### src/lc4_pkg.sv
/*
 * Shared LC4 core definitions
 * Word, register-select and condition-code widths, default reset PC,
 * opcode and arithmetic subop codes, operand bypass select codes,
 * and the packed union that gives the views of one instruction word
 */
package lc4_pkg;

  parameter int WORD_W    = 16;
  parameter int REG_SEL_W = 3;
  parameter int NZP_W     = 3;

  parameter logic [WORD_W-1:0] RESET_PC = 16'h8200;

  // Primary opcodes, insn[15:12]
  parameter logic [3:0] OP_BR    = 4'b0000;
  parameter logic [3:0] OP_ARITH = 4'b0001;
  parameter logic [3:0] OP_AND   = 4'b0101;
  parameter logic [3:0] OP_LDR   = 4'b0110;
  parameter logic [3:0] OP_STR   = 4'b0111;
  parameter logic [3:0] OP_CONST = 4'b1001;

  // Register-form arithmetic subops, insn[5:3]
  parameter logic [2:0] SUB_ADD = 3'b000;
  parameter logic [2:0] SUB_SUB = 3'b010;

  // Execute operand source
  parameter logic [1:0] FWD_NONE = 2'b00;
  parameter logic [1:0] FWD_MEM  = 2'b01;
  parameter logic [1:0] FWD_WB   = 2'b10;

  typedef struct packed {
    logic [3:0]           opcode;
    logic [REG_SEL_W-1:0] rd;
    logic [REG_SEL_W-1:0] rs;
    logic [2:0]           subop;
    logic [REG_SEL_W-1:0] rt;
  } insn_rr_t;

  typedef struct packed {
    logic [3:0]           opcode;
    logic [REG_SEL_W-1:0] rd;
    logic [REG_SEL_W-1:0] rs;
    logic                 flag;
    logic [4:0]           imm5;
  } insn_ri_t;

  // STR keeps its data register in the rd slot
  typedef struct packed {
    logic [3:0]           opcode;
    logic [REG_SEL_W-1:0] rd;
    logic [REG_SEL_W-1:0] rs;
    logic [5:0]           imm6;
  } insn_mem_t;

  // CONST reuses the nzp slot as its destination
  typedef struct packed {
    logic [3:0]       opcode;
    logic [NZP_W-1:0] nzp;
    logic [8:0]       imm9;
  } insn_br_t;

  typedef union packed {
    insn_rr_t  rr;
    insn_ri_t  ri;
    insn_mem_t mem;
    insn_br_t  br;
  } lc4_insn_u;

endpackage

### src/lc4_decoder.sv
/*
 * LC4 instruction decoder
 * Register selects and read enables, destination, write enables,
 * load/store/branch flags and the sign-extended immediate
 */
`timescale 1ns/1ps

module lc4_decoder (
  input  lc4_pkg::lc4_insn_u             i_insn,
  output logic [lc4_pkg::REG_SEL_W-1:0] o_rs_sel,
  output logic [lc4_pkg::REG_SEL_W-1:0] o_rt_sel,
  output logic                          o_rs_re,
  output logic                          o_rt_re,
  output logic [lc4_pkg::REG_SEL_W-1:0] o_rd_sel,
  output logic                          o_rd_we,
  output logic                          o_nzp_we,
  output logic                          o_is_load,
  output logic                          o_is_store,
  output logic                          o_is_branch,
  output logic [lc4_pkg::WORD_W-1:0]    o_imm
);
  import lc4_pkg::*;

  always_comb begin
    o_rs_sel    = i_insn.rr.rs;
    o_rt_sel    = i_insn.rr.rt;
    o_rd_sel    = i_insn.rr.rd;
    o_rs_re     = 1'b0;
    o_rt_re     = 1'b0;
    o_rd_we     = 1'b0;
    o_nzp_we    = 1'b0;
    o_is_load   = 1'b0;
    o_is_store  = 1'b0;
    o_is_branch = 1'b0;
    o_imm       = '0;
    case (i_insn.rr.opcode)
      OP_ARITH: begin
        // Bit 5 picks the immediate form, which has no rt
        o_rs_re  = 1'b1;
        o_rt_re  = ~i_insn.ri.flag;
        o_rd_we  = 1'b1;
        o_nzp_we = 1'b1;
        o_imm    = {{(WORD_W-5){i_insn.ri.imm5[4]}}, i_insn.ri.imm5};
      end
      OP_AND: begin
        o_rs_re  = 1'b1;
        o_rt_re  = 1'b1;
        o_rd_we  = 1'b1;
        o_nzp_we = 1'b1;
      end
      OP_LDR: begin
        o_rs_re   = 1'b1;
        o_rd_we   = 1'b1;
        o_nzp_we  = 1'b1;
        o_is_load = 1'b1;
        o_imm     = {{(WORD_W-6){i_insn.mem.imm6[5]}}, i_insn.mem.imm6};
      end
      OP_STR: begin
        // Store data register sits where a load has its destination
        o_rt_sel   = i_insn.mem.rd;
        o_rs_re    = 1'b1;
        o_rt_re    = 1'b1;
        o_is_store = 1'b1;
        o_imm      = {{(WORD_W-6){i_insn.mem.imm6[5]}}, i_insn.mem.imm6};
      end
      OP_CONST: begin
        o_rd_we  = 1'b1;
        o_nzp_we = 1'b1;
        o_imm    = {{(WORD_W-9){i_insn.br.imm9[8]}}, i_insn.br.imm9};
      end
      OP_BR: begin
        o_is_branch = 1'b1;
        o_imm       = {{(WORD_W-9){i_insn.br.imm9[8]}}, i_insn.br.imm9};
      end
      default: begin
        o_rd_we = 1'b0;
      end
    endcase
  end

endmodule

### src/lc4_regfile.sv
/*
 * Eight-entry LC4 register file
 * Two read ports, one write port, reads see a same-cycle write
 */
`timescale 1ns/1ps

module lc4_regfile (
  input  logic                          gwe,
  input  logic                          i_rst,
  input  logic [lc4_pkg::REG_SEL_W-1:0] i_rs_sel,
  input  logic [lc4_pkg::REG_SEL_W-1:0] i_rt_sel,
  input  logic [lc4_pkg::REG_SEL_W-1:0] i_rd_sel,
  input  logic                          i_rd_we,
  input  logic [lc4_pkg::WORD_W-1:0]    i_wdata,
  output logic [lc4_pkg::WORD_W-1:0]    o_rs_data,
  output logic [lc4_pkg::WORD_W-1:0]    o_rt_data
);
  import lc4_pkg::*;

  logic [WORD_W-1:0] regs [2**REG_SEL_W];

  always_ff @(posedge gwe) begin
    if (i_rst) begin
      for (int i = 0; i < 2**REG_SEL_W; i++) begin
        regs[i] <= '0;
      end
    end else if (i_rd_we) begin
      regs[i_rd_sel] <= i_wdata;
    end
  end

  // Writeback value wins over the stored one (WD bypass)
  assign o_rs_data = (i_rd_we && i_rd_sel == i_rs_sel) ? i_wdata : regs[i_rs_sel];
  assign o_rt_data = (i_rd_we && i_rd_sel == i_rt_sel) ? i_wdata : regs[i_rt_sel];

endmodule

### src/lc4_alu.sv
/*
 * LC4 execute-stage ALU
 * ADD, SUB, AND, ADD immediate, CONST and load/store address
 */
`timescale 1ns/1ps

module lc4_alu (
  input  lc4_pkg::lc4_insn_u          i_insn,
  input  logic [lc4_pkg::WORD_W-1:0] i_rs_data,
  input  logic [lc4_pkg::WORD_W-1:0] i_rt_data,
  input  logic [lc4_pkg::WORD_W-1:0] i_imm,
  output logic [lc4_pkg::WORD_W-1:0] o_result
);
  import lc4_pkg::*;

  always_comb begin
    o_result = '0;
    case (i_insn.rr.opcode)
      OP_ARITH: begin
        if (i_insn.ri.flag) begin
          o_result = i_rs_data + i_imm;
        end else begin
          case (i_insn.rr.subop)
            SUB_ADD: o_result = i_rs_data + i_rt_data;
            SUB_SUB: o_result = i_rs_data - i_rt_data;
            default: o_result = '0;
          endcase
        end
      end
      OP_AND: o_result = i_rs_data & i_rt_data;
      // Base plus imm6 for both memory ops
      OP_LDR,
      OP_STR: o_result = i_rs_data + i_imm;
      OP_CONST: o_result = i_imm;
      default: o_result = '0;
    endcase
  end

endmodule

### src/lc4_hazard_unit.sv
/*
 * LC4 hazard unit
 * MX/WX operand bypass selects, WM store-data select
 * and load-use stall detection
 */
`timescale 1ns/1ps

module lc4_hazard_unit (
  input  logic [lc4_pkg::REG_SEL_W-1:0] i_d_rs_sel,
  input  logic [lc4_pkg::REG_SEL_W-1:0] i_d_rt_sel,
  input  logic                          i_d_rs_re,
  input  logic                          i_d_rt_re,
  input  logic                          i_d_is_store,
  input  logic [lc4_pkg::REG_SEL_W-1:0] i_x_rs_sel,
  input  logic [lc4_pkg::REG_SEL_W-1:0] i_x_rt_sel,
  input  logic [lc4_pkg::REG_SEL_W-1:0] i_x_rd_sel,
  input  logic                          i_x_rd_we,
  input  logic                          i_x_is_load,
  input  logic [lc4_pkg::REG_SEL_W-1:0] i_m_rd_sel,
  input  logic                          i_m_rd_we,
  input  logic [lc4_pkg::REG_SEL_W-1:0] i_m_rt_sel,
  input  logic                          i_m_is_store,
  input  logic [lc4_pkg::REG_SEL_W-1:0] i_w_rd_sel,
  input  logic                          i_w_rd_we,
  output logic [1:0]                    o_rs_fwd,
  output logic [1:0]                    o_rt_fwd,
  output logic                          o_store_wm_fwd,
  output logic                          o_load_stall
);
  import lc4_pkg::*;

  logic rs_use;
  logic rt_use;

  // Memory stage holds the younger result, so it is checked first
  always_comb begin
    o_rs_fwd = FWD_NONE;
    o_rt_fwd = FWD_NONE;
    if (i_m_rd_we && i_m_rd_sel == i_x_rs_sel) begin
      o_rs_fwd = FWD_MEM;
    end else if (i_w_rd_we && i_w_rd_sel == i_x_rs_sel) begin
      o_rs_fwd = FWD_WB;
    end
    if (i_m_rd_we && i_m_rd_sel == i_x_rt_sel) begin
      o_rt_fwd = FWD_MEM;
    end else if (i_w_rd_we && i_w_rd_sel == i_x_rt_sel) begin
      o_rt_fwd = FWD_WB;
    end
  end

  // Store data from the instruction just ahead, loads included
  assign o_store_wm_fwd = i_m_is_store && i_w_rd_we && (i_w_rd_sel == i_m_rt_sel);

  // Store data of a dependent STR is covered by the WM path
  assign rs_use = i_d_rs_re && (i_d_rs_sel == i_x_rd_sel);
  assign rt_use = i_d_rt_re && !i_d_is_store && (i_d_rt_sel == i_x_rd_sel);

  assign o_load_stall = i_x_is_load && i_x_rd_we && (rs_use || rt_use);

endmodule

### src/lc4_branch_unit.sv
/*
 * LC4 branch unit
 * PC and NZP registers, bypassed NZP, BR resolution in execute
 * and next-PC selection
 */
`timescale 1ns/1ps

module lc4_branch_unit #(
  parameter logic [lc4_pkg::WORD_W-1:0] RESET_PC = lc4_pkg::RESET_PC
) (
  input  logic                       gwe,
  input  logic                       i_rst,
  input  logic                       i_hold,
  input  lc4_pkg::lc4_insn_u         i_x_insn,
  input  logic                       i_x_is_branch,
  input  logic                       i_m_nzp_we,
  input  logic [lc4_pkg::WORD_W-1:0] i_m_result,
  input  logic                       i_w_nzp_we,
  input  logic [lc4_pkg::WORD_W-1:0] i_w_data,
  output logic [lc4_pkg::WORD_W-1:0] o_pc,
  output logic                       o_flush
);
  import lc4_pkg::*;

  logic [NZP_W-1:0]  nzp_q;
  logic [NZP_W-1:0]  nzp_byp;
  logic [WORD_W-1:0] imm9_ext;
  logic [WORD_W-1:0] target;

  function automatic logic [NZP_W-1:0] nzp_of(input logic [WORD_W-1:0] value);
    if (value[WORD_W-1]) begin
      return 3'b100;
    end else if (value == '0) begin
      return 3'b010;
    end
    return 3'b001;
  endfunction

  // Youngest setter first
  always_comb begin
    if (i_m_nzp_we) begin
      nzp_byp = nzp_of(i_m_result);
    end else if (i_w_nzp_we) begin
      nzp_byp = nzp_of(i_w_data);
    end else begin
      nzp_byp = nzp_q;
    end
  end

  assign o_flush  = i_x_is_branch && |(i_x_insn.br.nzp & nzp_byp);
  assign imm9_ext = {{(WORD_W-9){i_x_insn.br.imm9[8]}}, i_x_insn.br.imm9};

  // Fetch is two ahead of execute, so branch PC + 1 is o_pc - 1
  assign target = o_pc - 1'b1 + imm9_ext;

  always_ff @(posedge gwe) begin
    if (i_rst) begin
      o_pc  <= RESET_PC;
      nzp_q <= 3'b010;
    end else begin
      if (o_flush) begin
        o_pc <= target;
      end else if (!i_hold) begin
        o_pc <= o_pc + 1'b1;
      end
      if (i_w_nzp_we) begin
        nzp_q <= nzp_of(i_w_data);
      end
    end
  end

endmodule

### src/lc4_processor.sv
/*
 * LC4 five-stage pipelined core
 * Decode, execute, memory and writeback registers, operand bypass muxes,
 * load-use bubble and branch flush, memory and commit ports
 */
`timescale 1ns/1ps

module lc4_processor #(
  parameter logic [lc4_pkg::WORD_W-1:0] RESET_PC = lc4_pkg::RESET_PC
) (
  input  logic                          gwe,
  input  logic                          i_rst,
  output logic [lc4_pkg::WORD_W-1:0]    o_imem_addr,
  input  logic [lc4_pkg::WORD_W-1:0]    i_imem_data,
  output logic [lc4_pkg::WORD_W-1:0]    o_dmem_addr,
  output logic                          o_dmem_we,
  output logic [lc4_pkg::WORD_W-1:0]    o_dmem_wdata,
  input  logic [lc4_pkg::WORD_W-1:0]    i_dmem_rdata,
  output logic                          o_wb_we,
  output logic [lc4_pkg::REG_SEL_W-1:0] o_wb_sel,
  output logic [lc4_pkg::WORD_W-1:0]    o_wb_data,
  output logic [lc4_pkg::WORD_W-1:0]    o_wb_pc
);
  import lc4_pkg::*;

  logic [WORD_W-1:0]    pc;
  logic                 flush;
  logic                 load_stall;
  logic [1:0]           rs_fwd;
  logic [1:0]           rt_fwd;
  logic                 store_wm_fwd;

  // Decode stage
  lc4_insn_u            d_insn;
  logic [WORD_W-1:0]    d_pc;
  logic [REG_SEL_W-1:0] d_rs_sel, d_rt_sel, d_rd_sel;
  logic                 d_rs_re, d_rt_re;
  logic                 d_rd_we, d_nzp_we, d_is_load, d_is_store, d_is_branch;
  logic [WORD_W-1:0]    d_imm, d_rs_data, d_rt_data;

  // Execute stage
  lc4_insn_u            x_insn;
  logic [WORD_W-1:0]    x_pc;
  logic [REG_SEL_W-1:0] x_rs_sel, x_rt_sel, x_rd_sel;
  logic                 x_rd_we, x_nzp_we, x_is_load, x_is_store, x_is_branch;
  logic [WORD_W-1:0]    x_imm, x_rs_data, x_rt_data;
  logic [WORD_W-1:0]    x_rs_val, x_rt_val, x_result;

  // Memory stage
  logic [WORD_W-1:0]    m_pc, m_result, m_store_data, m_value;
  logic [REG_SEL_W-1:0] m_rt_sel, m_rd_sel;
  logic                 m_rd_we, m_nzp_we, m_is_load, m_is_store;

  // Writeback stage
  logic [WORD_W-1:0]    w_pc, w_result, w_load_data, w_data;
  logic [REG_SEL_W-1:0] w_rd_sel;
  logic                 w_rd_we, w_nzp_we, w_is_load;

  function automatic logic [WORD_W-1:0] bypass(
    input logic [1:0]        sel,
    input logic [WORD_W-1:0] m_val,
    input logic [WORD_W-1:0] w_val,
    input logic [WORD_W-1:0] reg_val
  );
    case (sel)
      FWD_MEM: return m_val;
      FWD_WB:  return w_val;
      default: return reg_val;
    endcase
  endfunction

  assign o_imem_addr = pc;

  // Fetch to decode, held on a load-use stall
  always_ff @(posedge gwe) begin
    if (i_rst || flush) begin
      d_insn <= '0;
    end else if (!load_stall) begin
      d_insn <= i_imem_data;
    end
  end

  always_ff @(posedge gwe) begin
    if (!load_stall) begin
      d_pc <= pc;
    end
  end

  lc4_decoder u_decoder (
    .i_insn      (d_insn),
    .o_rs_sel    (d_rs_sel),
    .o_rt_sel    (d_rt_sel),
    .o_rs_re     (d_rs_re),
    .o_rt_re     (d_rt_re),
    .o_rd_sel    (d_rd_sel),
    .o_rd_we     (d_rd_we),
    .o_nzp_we    (d_nzp_we),
    .o_is_load   (d_is_load),
    .o_is_store  (d_is_store),
    .o_is_branch (d_is_branch),
    .o_imm       (d_imm)
  );

  lc4_regfile u_regfile (
    .gwe       (gwe),
    .i_rst     (i_rst),
    .i_rs_sel  (d_rs_sel),
    .i_rt_sel  (d_rt_sel),
    .i_rd_sel  (w_rd_sel),
    .i_rd_we   (w_rd_we),
    .i_wdata   (w_data),
    .o_rs_data (d_rs_data),
    .o_rt_data (d_rt_data)
  );

  // Bubble into execute on stall or flush
  always_ff @(posedge gwe) begin
    if (i_rst || flush || load_stall) begin
      x_rd_we     <= 1'b0;
      x_nzp_we    <= 1'b0;
      x_is_load   <= 1'b0;
      x_is_store  <= 1'b0;
      x_is_branch <= 1'b0;
    end else begin
      x_rd_we     <= d_rd_we;
      x_nzp_we    <= d_nzp_we;
      x_is_load   <= d_is_load;
      x_is_store  <= d_is_store;
      x_is_branch <= d_is_branch;
    end
  end

  always_ff @(posedge gwe) begin
    x_insn    <= d_insn;
    x_pc      <= d_pc;
    x_rs_sel  <= d_rs_sel;
    x_rt_sel  <= d_rt_sel;
    x_rd_sel  <= d_rd_sel;
    x_imm     <= d_imm;
    x_rs_data <= d_rs_data;
    x_rt_data <= d_rt_data;
  end

  lc4_hazard_unit u_hazard (
    .i_d_rs_sel     (d_rs_sel),
    .i_d_rt_sel     (d_rt_sel),
    .i_d_rs_re      (d_rs_re),
    .i_d_rt_re      (d_rt_re),
    .i_d_is_store   (d_is_store),
    .i_x_rs_sel     (x_rs_sel),
    .i_x_rt_sel     (x_rt_sel),
    .i_x_rd_sel     (x_rd_sel),
    .i_x_rd_we      (x_rd_we),
    .i_x_is_load    (x_is_load),
    .i_m_rd_sel     (m_rd_sel),
    .i_m_rd_we      (m_rd_we),
    .i_m_rt_sel     (m_rt_sel),
    .i_m_is_store   (m_is_store),
    .i_w_rd_sel     (w_rd_sel),
    .i_w_rd_we      (w_rd_we),
    .o_rs_fwd       (rs_fwd),
    .o_rt_fwd       (rt_fwd),
    .o_store_wm_fwd (store_wm_fwd),
    .o_load_stall   (load_stall)
  );

  // MX and WX paths
  assign x_rs_val = bypass(rs_fwd, m_result, w_data, x_rs_data);
  assign x_rt_val = bypass(rt_fwd, m_result, w_data, x_rt_data);

  lc4_alu u_alu (
    .i_insn    (x_insn),
    .i_rs_data (x_rs_val),
    .i_rt_data (x_rt_val),
    .i_imm     (x_imm),
    .o_result  (x_result)
  );

  // A load in memory already has its data, so BR sees the loaded value
  assign m_value = m_is_load ? i_dmem_rdata : m_result;

  lc4_branch_unit #(
    .RESET_PC (RESET_PC)
  ) u_branch (
    .gwe           (gwe),
    .i_rst         (i_rst),
    .i_hold        (load_stall),
    .i_x_insn      (x_insn),
    .i_x_is_branch (x_is_branch),
    .i_m_nzp_we    (m_nzp_we),
    .i_m_result    (m_value),
    .i_w_nzp_we    (w_nzp_we),
    .i_w_data      (w_data),
    .o_pc          (pc),
    .o_flush       (flush)
  );

  always_ff @(posedge gwe) begin
    if (i_rst) begin
      m_rd_we    <= 1'b0;
      m_nzp_we   <= 1'b0;
      m_is_load  <= 1'b0;
      m_is_store <= 1'b0;
      w_rd_we    <= 1'b0;
      w_nzp_we   <= 1'b0;
      w_is_load  <= 1'b0;
    end else begin
      m_rd_we    <= x_rd_we;
      m_nzp_we   <= x_nzp_we;
      m_is_load  <= x_is_load;
      m_is_store <= x_is_store;
      w_rd_we    <= m_rd_we;
      w_nzp_we   <= m_nzp_we;
      w_is_load  <= m_is_load;
    end
  end

  always_ff @(posedge gwe) begin
    m_pc         <= x_pc;
    m_result     <= x_result;
    m_store_data <= x_rt_val;
    m_rt_sel     <= x_rt_sel;
    m_rd_sel     <= x_rd_sel;
    w_pc         <= m_pc;
    w_result     <= m_result;
    w_load_data  <= i_dmem_rdata;
    w_rd_sel     <= m_rd_sel;
  end

  assign o_dmem_addr  = m_result;
  assign o_dmem_we    = m_is_store;
  // WM path for a value still in writeback
  assign o_dmem_wdata = store_wm_fwd ? w_data : m_store_data;

  assign w_data = w_is_load ? w_load_data : w_result;

  assign o_wb_we   = w_rd_we;
  assign o_wb_sel  = w_rd_sel;
  assign o_wb_data = w_data;
  assign o_wb_pc   = w_pc;

endmodule

### config.mk
export PLATFORM = sky130hd
export DESIGN_NAME = lc4_processor
export DESIGN_NICKNAME = d
export VERILOG_FILES = /design/src/lc4_pkg.sv /design/src/lc4_decoder.sv /design/src/lc4_regfile.sv /design/src/lc4_alu.sv /design/src/lc4_hazard_unit.sv /design/src/lc4_branch_unit.sv /design/src/lc4_processor.sv
export SDC_FILE = /design/constraint.sdc
export NUM_CORES = 1
export LEC_CHECK = 0
export BUFFER_PORTS_ARGS = -buffer_cell sky130_fd_sc_hd__buf_2
export CELL_PAD_IN_SITES_DETAIL_PLACEMENT = 0
export CELL_PAD_IN_SITES_GLOBAL_PLACEMENT = 2
export CORE_AREA = 3 3 155 307
export CTS_CLUSTER_DIAMETER = 80
export DETAILED_ROUTE_END_ITERATION = 12
export DIE_AREA = 0 0 158 310
export GPL_ROUTABILITY_DRIVEN = 0
export PLACE_DENSITY_LB_ADDON = 0.1
export SLEW_MARGIN = 25
export SYNTH_ARGS = -nofsm -noshare
export SYNTH_HDL_FRONTEND = slang
export SYNTH_SLANG_ARGS = --single-unit
### constraint.sdc
create_clock -name gwe -period 5.1 [get_ports gwe]
set_clock_uncertainty 0.1 [all_clocks]
set_input_delay 0 -clock gwe [delete_from_list [all_inputs] [get_ports gwe]]
set_output_delay 0 -clock gwe [all_outputs]
set_load 0.02 [all_outputs]
==> flow_summary.ini <==
[clock_tree]
clock_path_buffers = 3
clock_sinks = 372
worst_skew_pair.late_latency_ns = 0.54
post_cts_buffers = 0
h-tree-depth = 2
root_buffer = clkbuf_16
cts_tree = done
clkSlewWorstSetupHoldPaths_ns = 0.07
cts_buffers = 36

[timing]
setup_slack_ns = 0.314
relSlewSlack = 0.339
fmax_mhz = 209
finalCritPeriodShare = 0.938
period_minus_slack_ns = 4.79
setup_viol = 0
rsz0062_at_grt = yes
fin_hold_ws_ns = 0.0313
tns_ns = 0
tightest_slew_ns = 0.964
final-hold-violation-count = 0
drv_slew = 0

[critical_path]
critPathMaxFanout = 16
crit_path_end_kind = register
r2r-start = x_rt_sel[1]
worstRegToRegCells = 20
reg2reg_to = o_dmem_addr[14]
arrival_ns = 5.08
crit_path_start_kind = register
crit_required_ns = 5.40
critPathKind = register to register
r2r_slack_ns = 0.31

[yosys]
yosys_warnings = 0
synth_enable_flop_cells = 144
synth.most_common_cell = nor2_1
synth.avg_cell_area_um2 = 9.97
synthDistinctLibCells = 79
ys_seq_area_frac = 0.506
synthTopCellsByArea = dfxtp_1, edfxtp_1, nor2_1
async_flop_share = 0
yosysTopAreaCellShare = 0.260
synth_top_family_by_area = simple AND/OR/NAND/NOR gates
synth_compound_area_frac = 0.109
ys.flop_type = dfxtp_1
synthSimpleGateAreaFrac = 0.169
synthTopCellsByCount = nor2_1, dfxtp_1, nand2_1, edfxtp_1
muxShareOfSynthArea = 0.0751
syn_inst = 1764
ys_ff_latch = 372
synthAdderAreaFrac = 0.0475
synthesis.area_um2 = 17600
synth_largest_area_cell = dfxtp_1
synth_xor_area_frac = 0.0472
syn_nets = 1863

[min_path]
hold_depth = 2
worstHoldStart = i_dmem_rdata[9]
worstHoldEndpoint = w_load_data[9]
hp-class = primary input to register

[die]
rows = 110
dieArea_um2 = 49000
design.core.area_um2 = 45300
ios = 119
die_w_um = 158
die_y_um = 310
initial_core_util = 0.388

[grt]
grtUsageTotal = 0.239
antenna_found_initial = 0
grt_max_degree = 66
grt_pass1_wl_mm = 87.3
grt_pass1_vias = 14316
grt_remaining_overflow = 0

[final_layout]
fin_util = 0.455
multiInputGateArea_um2 = 7940
drive_above_1_share = 0.157
regArea_um2 = 8890
area_growth_pct = 17.1
top_register = u_regfile.regs
final_nets = 2020
n_fill_cell = 4386
largest_register_ffs = 128
antenna_cells = 0

[power_and_ir_drop]
power_density_nw_per_um2 = 370
p_leak_nw = 8.42
ir_drop_mv = 0.339
p_total_mw = 7.62

[route]
finalWirelength_mm = 58.7
drc_errors = 0
vias_per_cell = 5.49
drt_pre_antenna_iters = 5
ant_nets = 0
vias = 13766
wl_per_cell_um = 23.4
drtIter0Drc = 842

[status]
status = finished, final reports clean

[run]
drv_cap = 0

[placement]
dpl.hpwl_mm = 41.8
dp_slack_ns = 0.0326
io_buffer_count = 118
-- critical path, stage by stage, from the launching register on --
cell      delay, ns
dfxtp_1        0.35
xnor2_1        0.32
and4_1         0.31
buf_4          0.25
nor3_1         0.09
a221o_1        0.34
nor2_1         0.12
buf_4          0.14
nand3_1        0.11
o21ai_0        0.21
xor2_1         0.18
ha_1           0.29
and2_1         0.19
and3_1         0.22
o21ai_0        0.08
a21oi_1        0.11
o41ai_1        0.65
o21ai_0        0.24
xor2_1         0.18
nand2_1        0.07
o211ai_1       0.08
-- placed cells by master (no fill, tap or decap), types with 5 or more instances in the layout --
master / Yosys / routed
a211oi_1: 11 / 11
a21o_1: 13 / 13
a21oi_1: 101 / 100
a221o_1: 8 / 8
a221oi_1: 6 / 6
a311oi_1: 33 / 33
a31oi_1: 16 / 15
and2_1: 5 / 5
and3_1: 22 / 22
and4_1: 5 / 5
buf_2: 14 / 118
buf_4: 3 / 72
clkbuf_1: 74 / 9
clkbuf_16: 0 / 38
clkbuf_8: 0 / 6
dfxtp_1: 228 / 226
dlygate4sd3_1: 0 / 33
edfxtp_1: 144 / 144
ha_1: 62 / 62
inv_1: 101 / 100
mux2i_1: 55 / 54
mux4_2: 32 / 32
nand2_1: 180 / 180
nand2b_1: 18 / 17
nand3_1: 59 / 58
nand4_1: 16 / 16
nor2_1: 252 / 252
nor2b_1: 17 / 17
nor3_1: 33 / 32
nor4_1: 19 / 16
o21a_1: 6 / 6
o21ai_0: 35 / 35
o221ai_1: 7 / 7
o41ai_1: 5 / 5
or3_1: 5 / 5
xnor2_1: 60 / 60
xor2_1: 31 / 31
-- timing repair --
item	CTS	global route
endpoints found under the hold margin	43	0
setup endpoints to repair	0	2
hold buffers	33	0
resized for setup	0	3
-- logic make-up (layout without fill, tap and decap cells) --
| group | Yosys count | in the layout |
|---|---|---|
| muxes | 91 | 91 |
| buffers and inverters | 206 | 390 |
| AOI/OAI and AO/OA | 284 | 284 |
| adders and majority gates | 65 | 65 |
| and+or+nand+nor | 653 | 653 |
| DFF | 372 | 372 |
| xor gates and xnor gates | 93 | 93 |
-- area by class of cell --
type,count,area share
well taps,560,0.0340
flip-flops and latches,372,0.432
multi-input cells,1186,0.386
inverters,101,0.0184
repair buffers,224,0.0719
clock buffers,53,0.0518
clock inverters,12,0.00632
-- per-layer routing --
metal	vias to the layer above	part of all wire	track usage
met4	0	0.056	0.123
met2	395	0.53	0.446
li1	6548	-	-
met3	122	0.041	0.0216
met5	-	0	0
met1	6701	0.37	0.266
-- per-stage QoR --
stage | std cells | cell area, um^2
after detailed placement | 2410 | 19000
after global placement | 2410 | 19000
after floorplan | 1764 | 17600
after CTS | 2508 | 20600
final | 2508 | 20600
after global routing | 2508 | 20600
-- where the power goes --
group	switching (mW)	leakage, nW	total, mW	internal, mW
sequential	0.145	3.39	3.41	3.27
combinational	0.893	4.44	1.47	0.573
clock	1.18	0.586	2.74	1.57
total	2.21	8.42	7.62	5.40
-- worst max-delay path by stage --
stage                startpoint              end  slack [ns]  depth (start not counted)
global placement    x_rt_sel[2]  o_dmem_addr[15]        0.06                         20
detailed placement  x_rt_sel[2]  o_dmem_addr[15]        0.03                         20
floorplan           o_wb_sel[0]  o_dmem_addr[15]        0.63                         20
finish              x_rt_sel[1]  o_dmem_addr[14]        0.31                         20
global route        x_rt_sel[2]  o_dmem_addr[14]       -0.02                         18
CTS                 x_rt_sel[2]  o_dmem_addr[15]       0.002                         20
Note: power is estimated with default switching activity, not from simulation.
